[src/verilog/alu_pkg.sv]
// Shared widths and enums for the nibble ALU; every block imports what it uses from here
package alu_pkg;

    // --------------------
    // Datapath widths
    // --------------------
    localparam int NIBBLE_W = 4;            // One core step works on a nibble
    localparam int DATA_W   = 8;            // External and internal data bus

    // --------------------
    // Internal bus sources
    // --------------------
    // At most one block drives the internal bus in any cycle
    typedef enum logic [2:0] {
        BUS_HIGHZ = 3'd0,                   // Idle bus reads as zero
        BUS_OP1   = 3'd1,                   // OP1 register
        BUS_OP2   = 3'd2,                   // OP2 register
        BUS_RES   = 3'd3,                   // Result register
        BUS_SHIFT = 3'd4,                   // Input shifter of db_in
        BUS_BS    = 3'd5                    // One-hot bit selector
    } bus_src_t;

    // --------------------
    // Core operations
    // --------------------
    // One opcode instead of separate R/S/V controls
    typedef enum logic [1:0] {
        CORE_ADD = 2'd0,                    // Add with carry or subtract via op2_neg
        CORE_AND = 2'd1,                    // Bitwise AND that sets HF
        CORE_OR  = 2'd2,                    // Bitwise OR
        CORE_XOR = 2'd3                     // Bitwise XOR
    } core_op_t;

endpackage
[src/verilog/alu_core_if.sv]
// Operand nibbles and step controls from the operand latches to the ALU core
interface alu_core_if;
    import alu_pkg::*;

    logic [NIBBLE_W-1:0] op1_nib;           // Selected OP1 half
    logic [NIBBLE_W-1:0] op2_nib;           // Selected, maybe complemented OP2 half
    core_op_t            op;                // Operation for this step
    logic                core_low;          // Low nibble step this edge
    logic                core_high;         // High nibble step this edge

    // Operand latches drive everything
    modport src (
        output op1_nib, op2_nib, op, core_low, core_high
    );

    // Core only consumes
    modport core (
        input op1_nib, op2_nib, op, core_low, core_high
    );

endinterface

[src/verilog/alu.sv]
// ALU top: internal bus mux, external bus outputs and block instances, driven by a sequencer
module alu (
    input  logic                       clk,
    input  logic                       arst_n,
    input  logic [alu_pkg::DATA_W-1:0] db_in,       // External data in
    input  alu_pkg::bus_src_t          bus_sel,     // Internal bus source
    input  logic                       shift_en,
    input  logic                       shift_in,
    input  logic                       shift_right,
    input  logic                       shift_sra,
    input  logic [2:0]                 bsel,
    input  logic                       op1_load,
    input  logic [1:0]                 op1_src,
    input  logic                       op2_load,
    input  logic [1:0]                 op2_src,
    input  logic                       op2_neg,
    input  logic                       op2_high,
    input  alu_pkg::core_op_t          core_op,
    input  logic                       core_cf_in,
    input  logic                       core_low,
    input  logic                       core_high,
    output logic [alu_pkg::DATA_W-1:0] db_out,      // Internal bus to the outside
    output logic                       db_oe,       // Some block drives the bus
    output logic                       shift_cf,    // Shifter carry out
    output logic                       cf,
    output logic                       hf,
    output logic                       pf,
    output logic                       zf,
    output logic                       low_gt_9,
    output logic                       high_gt_9,
    output logic                       high_eq_9
);
    import alu_pkg::*;

    logic [DATA_W-1:0]   bus;                       // Internal bus
    logic [DATA_W-1:0]   shift_out;                 // Shifter result
    logic [DATA_W-1:0]   bs_out;                    // Bit selector result
    logic [DATA_W-1:0]   op1_q;
    logic [DATA_W-1:0]   op2_q;
    logic [DATA_W-1:0]   res_q;
    logic [NIBBLE_W-1:0] low_nib;                   // Low result fed back to the latches

    alu_core_if core_bus ();

    // --------------------
    // Internal bus
    // --------------------
    // One-of-N mux keyed on bus_sel
    always_comb
    begin
        case (bus_sel)
            BUS_OP1   : bus = op1_q;
            BUS_OP2   : bus = op2_q;
            BUS_RES   : bus = res_q;
            BUS_SHIFT : bus = shift_out;
            BUS_BS    : bus = bs_out;
            default   : bus = '0;                   // Idle bus reads zero
        endcase
    end

    assign db_out = bus;
    assign db_oe  = (bus_sel != BUS_HIGHZ);

    // --------------------
    // Blocks
    // --------------------
    alu_input_stage u_input (
        .db_in, .shift_en, .shift_in, .shift_right, .shift_sra, .bsel,
        .shift_out, .shift_cf, .bs_out
    );

    alu_operand_latches u_latches (
        .clk, .arst_n, .bus, .low_nib,
        .op1_load, .op1_src, .op2_load, .op2_src, .op2_neg, .op2_high,
        .op        (core_op),
        .core_low, .core_high,
        .op1_q, .op2_q,
        .cif       (core_bus.src)
    );

    alu_core u_core (
        .clk, .arst_n, .core_cf_in,
        .cif       (core_bus.core),
        .res_q, .low_nib, .cf, .hf, .pf, .zf,
        .low_gt_9, .high_gt_9, .high_eq_9
    );

endmodule

[src/verilog/alu_core.sv]
// Nibble-serial add and logic core with result register, flags and decimal-adjust hints
module alu_core (
    input  logic                         clk,
    input  logic                         arst_n,
    input  logic                         core_cf_in,  // Carry into the low step
    alu_core_if.core                     cif,         // Operands and step controls
    output logic [alu_pkg::DATA_W-1:0]   res_q,       // Result register, both nibbles
    output logic [alu_pkg::NIBBLE_W-1:0] low_nib,     // Stored low nibble for feedback
    output logic                         cf,          // Carry out of the high step
    output logic                         hf,          // Half carry from the low step
    output logic                         pf,          // Even parity of the byte
    output logic                         zf,          // Byte is zero
    output logic                         low_gt_9,    // Low nibble above 9
    output logic                         high_gt_9,   // High nibble above 9
    output logic                         high_eq_9    // High nibble equals 9
);
    import alu_pkg::*;

    logic [NIBBLE_W:0]   sum;                       // Nibble sum with carry out
    logic                carry_in;                  // Carry into this step
    logic [NIBBLE_W-1:0] res_nib;                   // Result of this step
    logic                cout;                      // Carry out, zero for logic ops
    logic                hf_d;                      // Half carry rule per opcode
    logic                low_par_q;                 // XOR of the stored low nibble

    // --------------------
    // Nibble datapath
    // --------------------
    always_comb
    begin
        // High step chains from the stored half carry
        carry_in = cif.core_low ? core_cf_in : hf;
        sum      = {1'b0, cif.op1_nib} + {1'b0, cif.op2_nib}
                   + {{NIBBLE_W{1'b0}}, carry_in};
        case (cif.op)
            CORE_ADD : res_nib = sum[NIBBLE_W-1:0];
            CORE_AND : res_nib = cif.op1_nib & cif.op2_nib;
            CORE_OR  : res_nib = cif.op1_nib | cif.op2_nib;
            default  : res_nib = cif.op1_nib ^ cif.op2_nib;
        endcase
        cout = (cif.op == CORE_ADD) ? sum[NIBBLE_W] : 1'b0;
        case (cif.op)
            CORE_ADD : hf_d = sum[NIBBLE_W];        // Real half carry
            CORE_AND : hf_d = 1'b1;                 // Z80 sets H on AND
            default  : hf_d = 1'b0;
        endcase
    end

    // --------------------
    // Result and flags
    // --------------------
    always_ff @(posedge clk or negedge arst_n)
    begin
        if (!arst_n)
        begin
            res_q     <= '0;
            cf        <= 1'b0;
            hf        <= 1'b0;
            pf        <= 1'b0;
            zf        <= 1'b0;
            low_par_q <= 1'b0;
            low_gt_9  <= 1'b0;
            high_gt_9 <= 1'b0;
            high_eq_9 <= 1'b0;
        end
        else
        begin
            if (cif.core_low)
            begin
                res_q[NIBBLE_W-1:0] <= res_nib;
                hf                  <= hf_d;
                low_par_q           <= ^res_nib;    // Odd count in low half
            end
            if (cif.core_high)
            begin
                res_q[DATA_W-1:NIBBLE_W] <= res_nib;
                cf        <= cout;
                pf        <= ~(^res_nib ^ low_par_q);       // Set on even ones
                zf        <= (res_nib == '0) && (res_q[NIBBLE_W-1:0] == '0);
                // DAA hints, the sequencer builds the correction from these
                low_gt_9  <= res_q[NIBBLE_W-1:0] > 4'd9;
                high_gt_9 <= res_nib > 4'd9;
                high_eq_9 <= res_nib == 4'd9;
            end
        end
    end

    assign low_nib = res_q[NIBBLE_W-1:0];

endmodule

[src/verilog/alu_input_stage.sv]
// Input shifter and one-hot bit selector feeding the internal bus of the ALU top
module alu_input_stage (
    input  logic [alu_pkg::DATA_W-1:0] db_in,       // External data in
    input  logic                       shift_en,    // Shift one place vs. pass-through
    input  logic                       shift_in,    // Fill bit for the vacated end
    input  logic                       shift_right, // Right (1) or left (0)
    input  logic                       shift_sra,   // Arithmetic right, keep bit 7
    input  logic [2:0]                 bsel,        // Bit to generate
    output logic [alu_pkg::DATA_W-1:0] shift_out,   // Shifter result
    output logic                       shift_cf,    // Bit shifted out
    output logic [alu_pkg::DATA_W-1:0] bs_out       // One-hot at bsel
);
    import alu_pkg::*;

    logic msb_fill;                                 // Top bit on a right shift

    // --------------------
    // Shifter
    // --------------------
    assign msb_fill = shift_sra ? db_in[DATA_W-1] : shift_in; // SRA keeps sign

    always_comb
    begin
        if (!shift_en)
        begin
            shift_out = db_in;                      // Plain load path
            shift_cf  = 1'b0;
        end
        else if (shift_right)
        begin
            shift_out = {msb_fill, db_in[DATA_W-1:1]};
            shift_cf  = db_in[0];                   // Bit 0 falls out
        end
        else
        begin
            shift_out = {db_in[DATA_W-2:0], shift_in};
            shift_cf  = db_in[DATA_W-1];            // Bit 7 falls out
        end
    end

    // --------------------
    // Bit selector
    // --------------------
    // Used by BIT/SET/RES style masks, exactly one bit set
    always_comb
    begin
        bs_out       = '0;
        bs_out[bsel] = 1'b1;
    end

endmodule

[src/verilog/alu_operand_latches.sv]
// OP1 and OP2 registers with load-source muxes and the nibble selection toward the core
module alu_operand_latches (
    input  logic                         clk,
    input  logic                         arst_n,
    input  logic [alu_pkg::DATA_W-1:0]   bus,        // Internal bus value
    input  logic [alu_pkg::NIBBLE_W-1:0] low_nib,    // Stored low result from the core
    input  logic                         op1_load,   // Sample OP1 this edge
    input  logic [1:0]                   op1_src,    // 0 bus, 1 low nibble, 2 zero
    input  logic                         op2_load,   // Sample OP2 this edge
    input  logic [1:0]                   op2_src,    // 0 bus, 1 low nibble x2, 2 zero
    input  logic                         op2_neg,    // Complement OP2 into the core
    input  logic                         op2_high,   // Use OP2 high half
    input  alu_pkg::core_op_t            op,         // Core operation from the sequencer
    input  logic                         core_low,   // Low nibble step
    input  logic                         core_high,  // High nibble step
    output logic [alu_pkg::DATA_W-1:0]   op1_q,      // OP1 register
    output logic [alu_pkg::DATA_W-1:0]   op2_q,      // OP2 register
    alu_core_if.src                      cif         // Toward the core
);
    import alu_pkg::*;

    logic [DATA_W-1:0]   op1_d;                      // Next OP1 on load
    logic [DATA_W-1:0]   op2_d;                      // Next OP2 on load
    logic [NIBBLE_W-1:0] op2_half;                   // OP2 half before negation

    // --------------------
    // Load sources
    // --------------------
    always_comb
    begin
        case (op1_src)
            2'd0    : op1_d = bus;
            2'd1    : op1_d = {{NIBBLE_W{1'b0}}, low_nib};  // Low result in low half
            default : op1_d = '0;                   // Zero, code 3 treated the same
        endcase
        case (op2_src)
            2'd0    : op2_d = bus;
            2'd1    : op2_d = {low_nib, low_nib};   // Replicated into both halves
            default : op2_d = '0;
        endcase
    end

    always_ff @(posedge clk or negedge arst_n)
    begin
        if (!arst_n)
        begin
            op1_q <= '0;
            op2_q <= '0;
        end
        else
        begin
            if (op1_load)
                op1_q <= op1_d;
            if (op2_load)
                op2_q <= op2_d;
        end
    end

    // --------------------
    // Nibble selection
    // --------------------
    assign op2_half = op2_high ? op2_q[DATA_W-1:NIBBLE_W] : op2_q[NIBBLE_W-1:0];

    assign cif.op1_nib   = core_low ? op1_q[NIBBLE_W-1:0] : op1_q[DATA_W-1:NIBBLE_W];
    assign cif.op2_nib   = op2_neg ? ~op2_half : op2_half;  // Subtract as A + ~B + 1
    assign cif.op        = op;
    assign cif.core_low  = core_low;
    assign cif.core_high = core_high;

endmodule

[config.mk]
export PLATFORM = sky130hd
export DESIGN_NAME = alu
export DESIGN_NICKNAME = d
export VERILOG_FILES = /design/src/verilog/alu_pkg.sv /design/src/verilog/alu_core_if.sv /design/src/verilog/alu.sv /design/src/verilog/alu_core.sv /design/src/verilog/alu_input_stage.sv /design/src/verilog/alu_operand_latches.sv
export SDC_FILE = /design/constraint.sdc
export NUM_CORES = 1
export LEC_CHECK = 0
export BUFFER_PORTS_ARGS = -buffer_cell sky130_fd_sc_hd__buf_2
export CAP_MARGIN = 30
export CORE_MARGIN = 10
export CORE_UTILIZATION = 39
export CTS_CLUSTER_DIAMETER = 40
export CTS_CLUSTER_SIZE = 25
export DETAILED_ROUTE_END_ITERATION = 8
export PLACE_DENSITY = 0.71
export SLEW_MARGIN = 30
export SYNTH_ARGS = -nofsm -noshare
export SYNTH_HDL_FRONTEND = slang
export SYNTH_SLANG_ARGS = --single-unit
[constraint.sdc]
create_clock -name clk -period 5.88 [get_ports clk]
set_input_delay 0.588 -clock clk [delete_from_list [all_inputs] [get_ports clk]]
set_output_delay 0.588 -clock clk [all_outputs]
set_load 0.005 [all_outputs]
Word-level counts from Yosys, hierarchy flattened. Cells that the tools add are included.

Flip-flop bits (word level): 32. Logic and storage cells: 60.

Add/subtract/negate cells: 2. Order comparisons: 4. Equality and inequality tests: 10. Mux-type cells: 17. Bitwise operators: 6. Reductions and logical operators: 9.

Operators by type and width (number): $pmux 8 s5 (1); $pmux 8 s2 (2); $mux 8 (2); $mux 4 (3); $pmux 4 s3 (1); $gt 4x4->1 const B (2); $logic_not 4->1 (2); $eq 2x1->1 const B (3); $eq 3x2->1 const B (2); $eq 3x3->1 const B (2); $logic_not 2->1 (3); $mux 1 (6); $add 4x4->5 (1); $add 5x1->5 (1); $and 4x4->4 (1); $eq 4x4->1 const B (1); $lt 3x4->1 const B (1); $not 4->4 (1); $or 4x4->4 (1); $reduce_xor 4->1 (1); $xor 4x4->4 (1); $demux 1 s3 (1); $eq 3x1->1 const B (1); $ge 3x1->1 const B (1); 6 further kinds (7).

Longest topological paths before layout. Gate-level depths: netlist (run 1).

Depth in word-level cells: 9. Depth in mapped cells: 15. Mapped depth without buffers: 14.

Modules after synthesis. Synthesis (run 1) repeated with hierarchy kept, for this count alone.

Cells, all modules: 294. Area total of the unflattened synthesis: 2678.8 µm².

By module, submodules not included: alu_core (times used 1, cells an instance 110, area each 1113.6 µm², sequential area each 400.4 µm²); alu_operand_latches (times used 1, cells an instance 94, area each 927.1 µm², sequential area each 400.4 µm²); alu (times used 1, cells an instance 51, area each 372.9 µm², sequential area each 0.0 µm²); alu_input_stage (times used 1, cells an instance 39, area each 265.3 µm², sequential area each 0.0 µm²).

Worst setup path before layout (run 1). Ideal clock, no wire load.

Kind: in2reg. Start point: in op2_high. End point: reg u_core.pf. Setup time: 125 ps. Arrival: 3699 ps. Slack: 2056 ps. Stages on the path: 13. Buffers on the path: 1. Cells stage by stage: clkbuf_1 mux2i_1 xnor2_1 inv_1 fa_1 fa_1 xnor2_1 mux4_1 inv_1 ha_1 xnor2_1 xnor2_1 mux2_2.

Cells in the longest elaborated chain, start to end: 9.

RTL lines: from (decl) (RTL line alu.sv:17) `input logic op2_high,`; $mux 4 * (RTL line alu_operand_latches.sv:62) `assign op2_half = op2_high ? op2_q[DATA_W-1:NIBBLE_W] : op2_q[NIBBLE_W-1:0];`; $not 4->4 (RTL line alu_operand_latches.sv:65) `assign cif.op2_nib = op2_neg ? ~op2_half : op2_half;`; $mux 4 * (RTL line alu_operand_latches.sv:65); $add 4x4->5 (RTL line alu_core.sv:33) `sum = {1'b0, cif.op1_nib} + {1'b0, cif.op2_nib}`; $add 5x1->5 (RTL line alu_core.sv:34) `+ {{NIBBLE_W{1'b0}}, carry_in};`; $pmux 4 s3 * (RTL line alu_core.sv:35) `case (cif.op)`; named net u_core.res_nib[2] (RTL line alu_core.sv:21) `logic [NIBBLE_W-1:0] res_nib;`; $reduce_xor 4->1 * (RTL line alu_core.sv:78) `pf <= ~(^res_nib ^ low_par_q);`; $xor 1x1->1 * (RTL line alu_core.sv:78); $not 1->1 * (RTL line alu_core.sv:78); to (signal assigned) (RTL line alu_core.sv:78); to (decl) (RTL line alu_core.sv:11) `output logic pf,`.

The timed path passes the listed nets; every way through them passes the cells marked *. A chain may end at the register's enable or synchronous reset.

Final worst setup path (run 1). Same ends and word-level chain as after synthesis.

==> out/metrics.cfg, run 1 <==
[outcome]
status=completed

[timing]
rsz0062_at_grt=no
maxSlewHeadroom=0.514
finalClockSkew_ns=0.00286
fin_tns_setup_ns=0
worst_pin_slew_ns=0.729
min_period_ns=3.69
slew_viol_final=0
hold_violations=0
setup_ws_ns=2.19
max_freq_mhz=271
fin_crit_sh=0.627
finalSetupViolCount=0

[setup_path]
cpMostUsedCell=xnor2_1
r2r-start=u_latches.op2_q[0]$_DFFE_PN0P_
start_kind=primary input
critPathCapture=u_core.pf$_DFFE_PN0P_
crit_chain=buf_2 -> mux2i_1 -> xnor2_1 -> inv_1 -> fa_1 -> fa_1 -> xnor2_1 -> mux4_1 -> inv_1 -> ha_1 -> xnor2_1 -> xnor2_1 -> mux2_2
worst_r2r_endpoint=u_core.pf$_DFFE_PN0P_
cp-startpoint=op2_high
rrSetupSlack_ns=2.27
worstRegToRegCells=12
cp_data_required_time_ns=6.05
worstPathMaxFanout=4
critPathKind=in -> reg
cp-end-kind=flop
max_stage_delay_ns=0.56
worstPathArrival_ns=3.85
slowest_stage=mux4_1

[pwr]
peakVddDrop_v=0.000189
leakage_nw=1.40
power_density_nw_per_um2=299

[floorplanning]
num_rows=28
dieArea_sq_um=9910
die_w_um=99.5
fp.coreArea_sq_um=6030
die_y_um=99.5
ios=50
initial_core_util=0.409

[synthesis]
ys_warn_count=0
synth_top_cell_area_share=0.325
synthCells=270
syn_nets=318
synth_edf_count=0
synth_area_per_cell_sq_um=9.14
synth.area.top_cells=dfrtp_1 (32%), ha_1 (6.6%), mux2i_1 (6.5%), mux2_2 (6.4%), inv_1 (4.4%)
synth_compound_area_frac=0.171
synth_top_cell_by_area=dfrtp_1
synth-xor-area-share=0.0284
ys_seq_area_frac=0.325
synth.mux.area_fraction=0.179
synthSimpleGateAreaFrac=0.147
synth_top_family_by_area=multiplexers
synth_seq_cells=32
yosys_most_used_dff=dfrtp_1
synthAdderAreaFrac=0.0822
yosysUniqueCellTypes=38
netlist_area_sq_um=2470
synth_async_sr_flop_share=1.00

[cells_and_area]
final_area_sq_um=2870
syn_to_final_growth_pct=16.5
multiInputGateArea_sq_um=1500
seqCellArea_sq_um=801
drive_gt1_frac=0.272
nets=359
insertedDiodeCount=0
mostFrequentLayoutCell=buf_2
final_cell_mix=buf_2 (49), dfrtp_1 (32), inv_1 (29)
fillers=598

[placement]
dpl_cell_area_sq_um=2750
io_buffers=49
gp_congestion=0.819
dpl.hpwl_mm=5.21
dp_slack_ns=1.88

[global_route]
track_usage=0.134
antenna_found_initial=0
grt_pass1_wl_mm=10.8
grt_max_degree=33
grt-ovfl-total=0
grt_pass1_vias=2102

[drt]
vias_per_cell=5.42
vias=2097
wl_per_cell_um=16.7
drt_iter0_markers=152
wirelength_mm=6.47
drc=0
postRouteAntennaNets=0
dr.pass1.iters=5

[clock_tree]
postCtsSetupRepairBufs=0
htree_levels=2
numCtsBuffers=5
tritoncts=built
cts_buffer_depth=2
cts-root-buf=clkbuf_8
cts_num_sinks=32
path_clk_slew_ns=0.07
ctsResizeCount=0
hold_buffers=0
clock_latency_ns=0.28

[flow_run]
cap_violations=0

[min_path]
worstHoldPathType=in -> async

==> where the power goes <==
part / switching [W] / internal [W] / total (W) / leakage, nW
logic: 0.000155 / 0.000159 / 0.000314 / 0.930
clock network: 0.0000810 / 0.000149 / 0.000230 / 0.0645
registers: 0.0000469 / 0.000267 / 0.000314 / 0.405
total: 0.000283 / 0.000576 / 0.000859 / 1.40
==> layer usage <==
layer | vias up | part of all wire | track usage
met3 | 4 | 0.058 | 0.0304
met5 | - | 0 | 0
li1 | 1033 | - | -
met2 | 58 | 0.48 | 0.216
met4 | 0 | 0.0085 | 0.0408
met1 | 1002 | 0.45 | 0.173
==> flip-flops by register name, indices dropped and copies added (netlist names) <==
signal / cells
u_latches.op2_q: 8
u_core.hf: 1
u_core.low_gt_9: 1
u_core.low_par_q: 1
u_core.zf: 1
u_core.cf: 1
u_core.high_gt_9: 1
u_core.res_q: 8
u_core.pf: 1
u_latches.op1_q: 8
u_core.high_eq_9: 1
==> critical path: cells and delay by family <==
kind / cells / cell delay, ns
XOR/XNOR: 4 / 0.65
multiplexers: 3 / 1.06
buffers and inverters: 3 / 0.38
adder cells (fa/ha/maj): 3 / 1.20
==> per-stage QoR <==
stage	power, W	utilization	cells	hold WS (ns)
2_1_floorplan	0.000527	-	270	0.292
3_3_place_gp	0.000620	0.456	379	0.484
3_5_place_dp	0.000633	0.456	379	0.492
4_1_cts	0.000867	0.477	387	0.393
5_1_grt	0.000917	0.477	387	0.422
6_report	0.000859	0.477	387	0.362
==> kinds of logic after synthesis <==
family / count (synthesis)
multiplexers: 36
flip-flops: 32
AND/OR/NAND/NOR: 70
AO/OA/AOI/OAI: 65
XOR/XNOR: 8
buffers and inverters: 44
adder cells (fa/ha/maj): 15
==> worst min-delay path by stage <==
stage,startpoint,endpoint,slack [ns],cells after the start
after global placement,u_core.high_gt_9$_DFFE_PN0P_,u_core.high_gt_9$_DFFE_PN0P_,0.48,1
after detailed placement,u_core.high_gt_9$_DFFE_PN0P_,u_core.high_gt_9$_DFFE_PN0P_,0.49,1
after global routing,arst_n,u_latches.op1_q[6]$_DFFE_PN0P_,0.42,1
final,arst_n,u_core.cf$_DFFE_PN0P_,0.36,1
after floorplan,arst_n,u_core.cf$_DFFE_PN0P_,0.29,0
after CTS,arst_n,u_core.high_gt_9$_DFFE_PN0P_,0.39,1
==> final cells by class <==
type | count | share of cell area
repair buffers | 49 | 0.0853
clock buffers | 7 | 0.0335
inverters | 29 | 0.0379
flip-flops and latches | 32 | 0.279
well taps | 75 | 0.0327
multi-input cells | 194 | 0.522
clock inverters | 1 | 0.0104
==> cells in the mapped netlist (2+ instances only) <==
master and count:
o21ai_1 2, a31oi_1 3, fa_1 2, ha_1 13, nor2_1 26, nor3_1 6, mux2_4 2, o221a_2 3
or2_2 3, a22oi_1 7, mux4_2 3, a22o_1 3, buf_2 2, nand3_1 5, dfrtp_1 32, clkbuf_1 12
nand4b_1 2, o22ai_1 2, a21oi_1 11, inv_1 29, xnor2_1 8, o21ai_0 20, nand2b_1 5, a211oi_1 9
or3_1 2, a21o_1 3, mux2_2 14, nor2b_1 10, nand2_1 7, mux2i_1 16
(Power assumes the default switching activity.)
==> run 2, diff against run 1 <==
--- a/config.mk
+++ b/config.mk
@@ -5,6 +5,7 @@
 export SDC_FILE = /design/constraint.sdc
 export NUM_CORES = 1
 export LEC_CHECK = 0
+export ABC_AREA = 1
 export BUFFER_PORTS_ARGS = -buffer_cell sky130_fd_sc_hd__buf_2
 export CAP_MARGIN = 30
 export CORE_MARGIN = 10
==> constraint.sdc (replaced) <==
create_clock -name clk -period 3.4 [get_ports clk]
set_input_delay 0.34 -clock clk [delete_from_list [all_inputs] [get_ports clk]]
set_output_delay 0.34 -clock clk [all_outputs]
set_load 0.005 [all_outputs]
==> out/metrics.cfg, run 2 <==
[outcome]
status=completed

[cells_and_area]
syn_to_final_growth_pct=16.0
mostFrequentLayoutCell=nand2_1
drive_gt1_frac=0.181
reg_top3=u_core.res_q: 8 flops, u_latches.op1_q: 8 flops, u_latches.op2_q: 8 flops
nets=506
final_cell_mix=nand2_1 (109), inv_1 (66), nor2_1 (59)
insertedDiodeCount=0
fin_cells=539

[clock_tree]
cts_num_sinks=32
ctsResizeCount=0
path_clk_slew_ns=0.07
tritoncts=built
cts-root-buf=clkbuf_8
htree_levels=2
clock_latency_ns=0.29
numCtsBuffers=5
hold_buffers=0
postCtsSetupRepairBufs=0
cts_buffer_depth=2

[drt]
drt_iter0_markers=170
vias_per_cell=5.03
drc=0
postRouteAntennaNets=0
vias=2712
wirelength_mm=7.33
dr.pass1.iters=4
wl_per_cell_um=13.6

[placement]
dp_slack_ns=0.195
dp.cells=531
io_buffers=49
dpl.hpwl_mm=5.96
gp_congestion=0.920

[setup_path]
worstPathArrival_ns=3.23
cp-end-kind=flop
cp_data_required_time_ns=3.56
critPathKind=reg -> reg
critical_path_buf_inv_count=0
start_kind=flop
worstPathMaxFanout=3
crit_chain=nor2_1 -> a21oi_1 -> xor2_1 -> fa_1 -> fa_1 -> or2_1 -> nand3_1 -> o211ai_1 -> nor2_2 -> ha_1 -> xnor2_1 -> xor2_1 -> o21ai_0
max_stage_delay_ns=0.48
cp_top_family=adder cells
slowest_stage=fa_1

[timing]
max_freq_mhz=325
rsz0062_at_grt=no
hold_violations=0
slew_viol_final=0
fin_tns_setup_ns=0
setup_ws_ns=0.322
finalClockSkew_ns=0.0109
worst_pin_slew_ns=0.791
finalSetupViolCount=0
fin_crit_sh=0.905
min_period_ns=3.08
maxSlewHeadroom=0.472
holdWs_ns=0.0982

[synthesis]
synth_async_sr_flop_share=1.00
yosysUniqueCellTypes=32
synth_top_cell_by_area=dfrtp_1
yosysMostFrequentCell=nand2_1
synthCells=410
synth_edf_count=0
synth.area.top_cells=dfrtp_1 (30%), nand2_1 (15%), inv_1 (9.3%), nor2_1 (8.3%), ha_1 (6.1%)
yosys_most_used_dff=dfrtp_1
synth_seq_cells=32
ys_warn_count=0
syn_nets=458
synth_top_cells_by_count=nand2_1 (109), inv_1 (66), nor2_1 (59)
netlist_area_sq_um=2650
synth_top_cell_area_share=0.302
ys_seq_area_frac=0.302
synth_area_per_cell_sq_um=6.47

[global_route]
grt_pass1_wl_mm=12.6
grt-ovfl-total=0
antenna_found_initial=0
grt_pass1_vias=2655
grt_max_degree=33
track_usage=0.148

[pwr]
power_density_nw_per_um2=430
peakVddDrop_v=0.000293
power.total_w=0.00132
leakage_nw=1.72

[floorplanning]
fp.coreArea_sq_um=6720
initial_core_util=0.395
ios=50
num_rows=30
die_y_um=102
dieArea_sq_um=10500
die_w_um=102

[min_path]
worstHoldPathType=in -> async

[flow_run]
cap_violations=0

run 2: cells by family (layout without fill, tap and decap cells):
group / count (synthesis) / count (layout) / share of synthesized area
DFF: 32 / 32 / 0.302
and+or+nand+nor: 217 / 217 / 0.358
buffers and inverters: 84 / 133 / 0.130
xor gates and xnor gates: 6 / 6 / 0.0198
AOI/OAI and AO/OA: 56 / 56 / 0.115
adders and majority gates: 15 / 15 / 0.0764
run 2: layout make-up:
type                            instances  area [sq um]
Sequential cell                        32           801
Multi-Input combinational cell        294          1510
Clock inverter                          1          30.0
Tap cell                               80           100
Timing Repair Buffer                   50           253
Fill cell                             714          3640
Inverter                               75           289
Clock buffer                            7          96.3
run 2: final timing paths:
path                                                start                        endpoint  slack [ns]  cells past startpoint
max                        u_latches.op2_q[0]$_DFFE_PN0P_           u_core.pf$_DFFE_PN0P_        0.32                     13
min                                                arst_n           u_core.hf$_DFFE_PN0P_         0.1                      1
max reg2reg                u_latches.op2_q[0]$_DFFE_PN0P_           u_core.pf$_DFFE_PN0P_        0.32                     13
min reg2reg                         u_core.cf$_DFFE_PN0P_           u_core.cf$_DFFE_PN0P_        0.48                      2
max in group asynchronous                          arst_n  u_latches.op1_q[0]$_DFFE_PN0P_        2.83                      1
min in group clk                               core_op[1]           u_core.hf$_DFFE_PN0P_        0.33                      2
run 2: per-stage QoR:
stage          cell area, sq um   util
6_report                   3080  0.458
5_1_grt                    3080  0.458
4_1_cts                    3080  0.458
3_5_place_dp               2950  0.439
3_3_place_gp               2950  0.439
2_1_floorplan              2650      -
run 2: worst register-to-register path, stage by stage, from the launching register on:
cell      delay (ns)
dfrtp_1         0.40
nor2_1          0.11
a21oi_1         0.05
xor2_1          0.19
fa_1            0.48
fa_1            0.41
or2_1           0.24
nand3_1         0.08
o211ai_1        0.11
nor2_2          0.13
ha_1            0.26
xnor2_1         0.25
xor2_1          0.16
o21ai_0         0.08
run 2: routing by layer:
metal,wire length [um],global-route usage,vias to the layer above
li1,-,-,1381
met1,3560,0.206,1250
met2,3320,0.231,71
met3,335,0.0188,10
met4,114,0.0445,0
met5,0,0,-
run 2: power breakdown:
| group | switching (W) | total, W | internal, W | leakage, nW |
|---|---|---|---|---|
| combinational | 0.000267 | 0.000431 | 0.000163 | 1.25 |
| clock | 0.000149 | 0.000408 | 0.000259 | 0.0645 |
| sequential | 0.0000456 | 0.000486 | 0.000440 | 0.404 |
| total | 0.000462 | 0.00132 | 0.000862 | 1.72 |
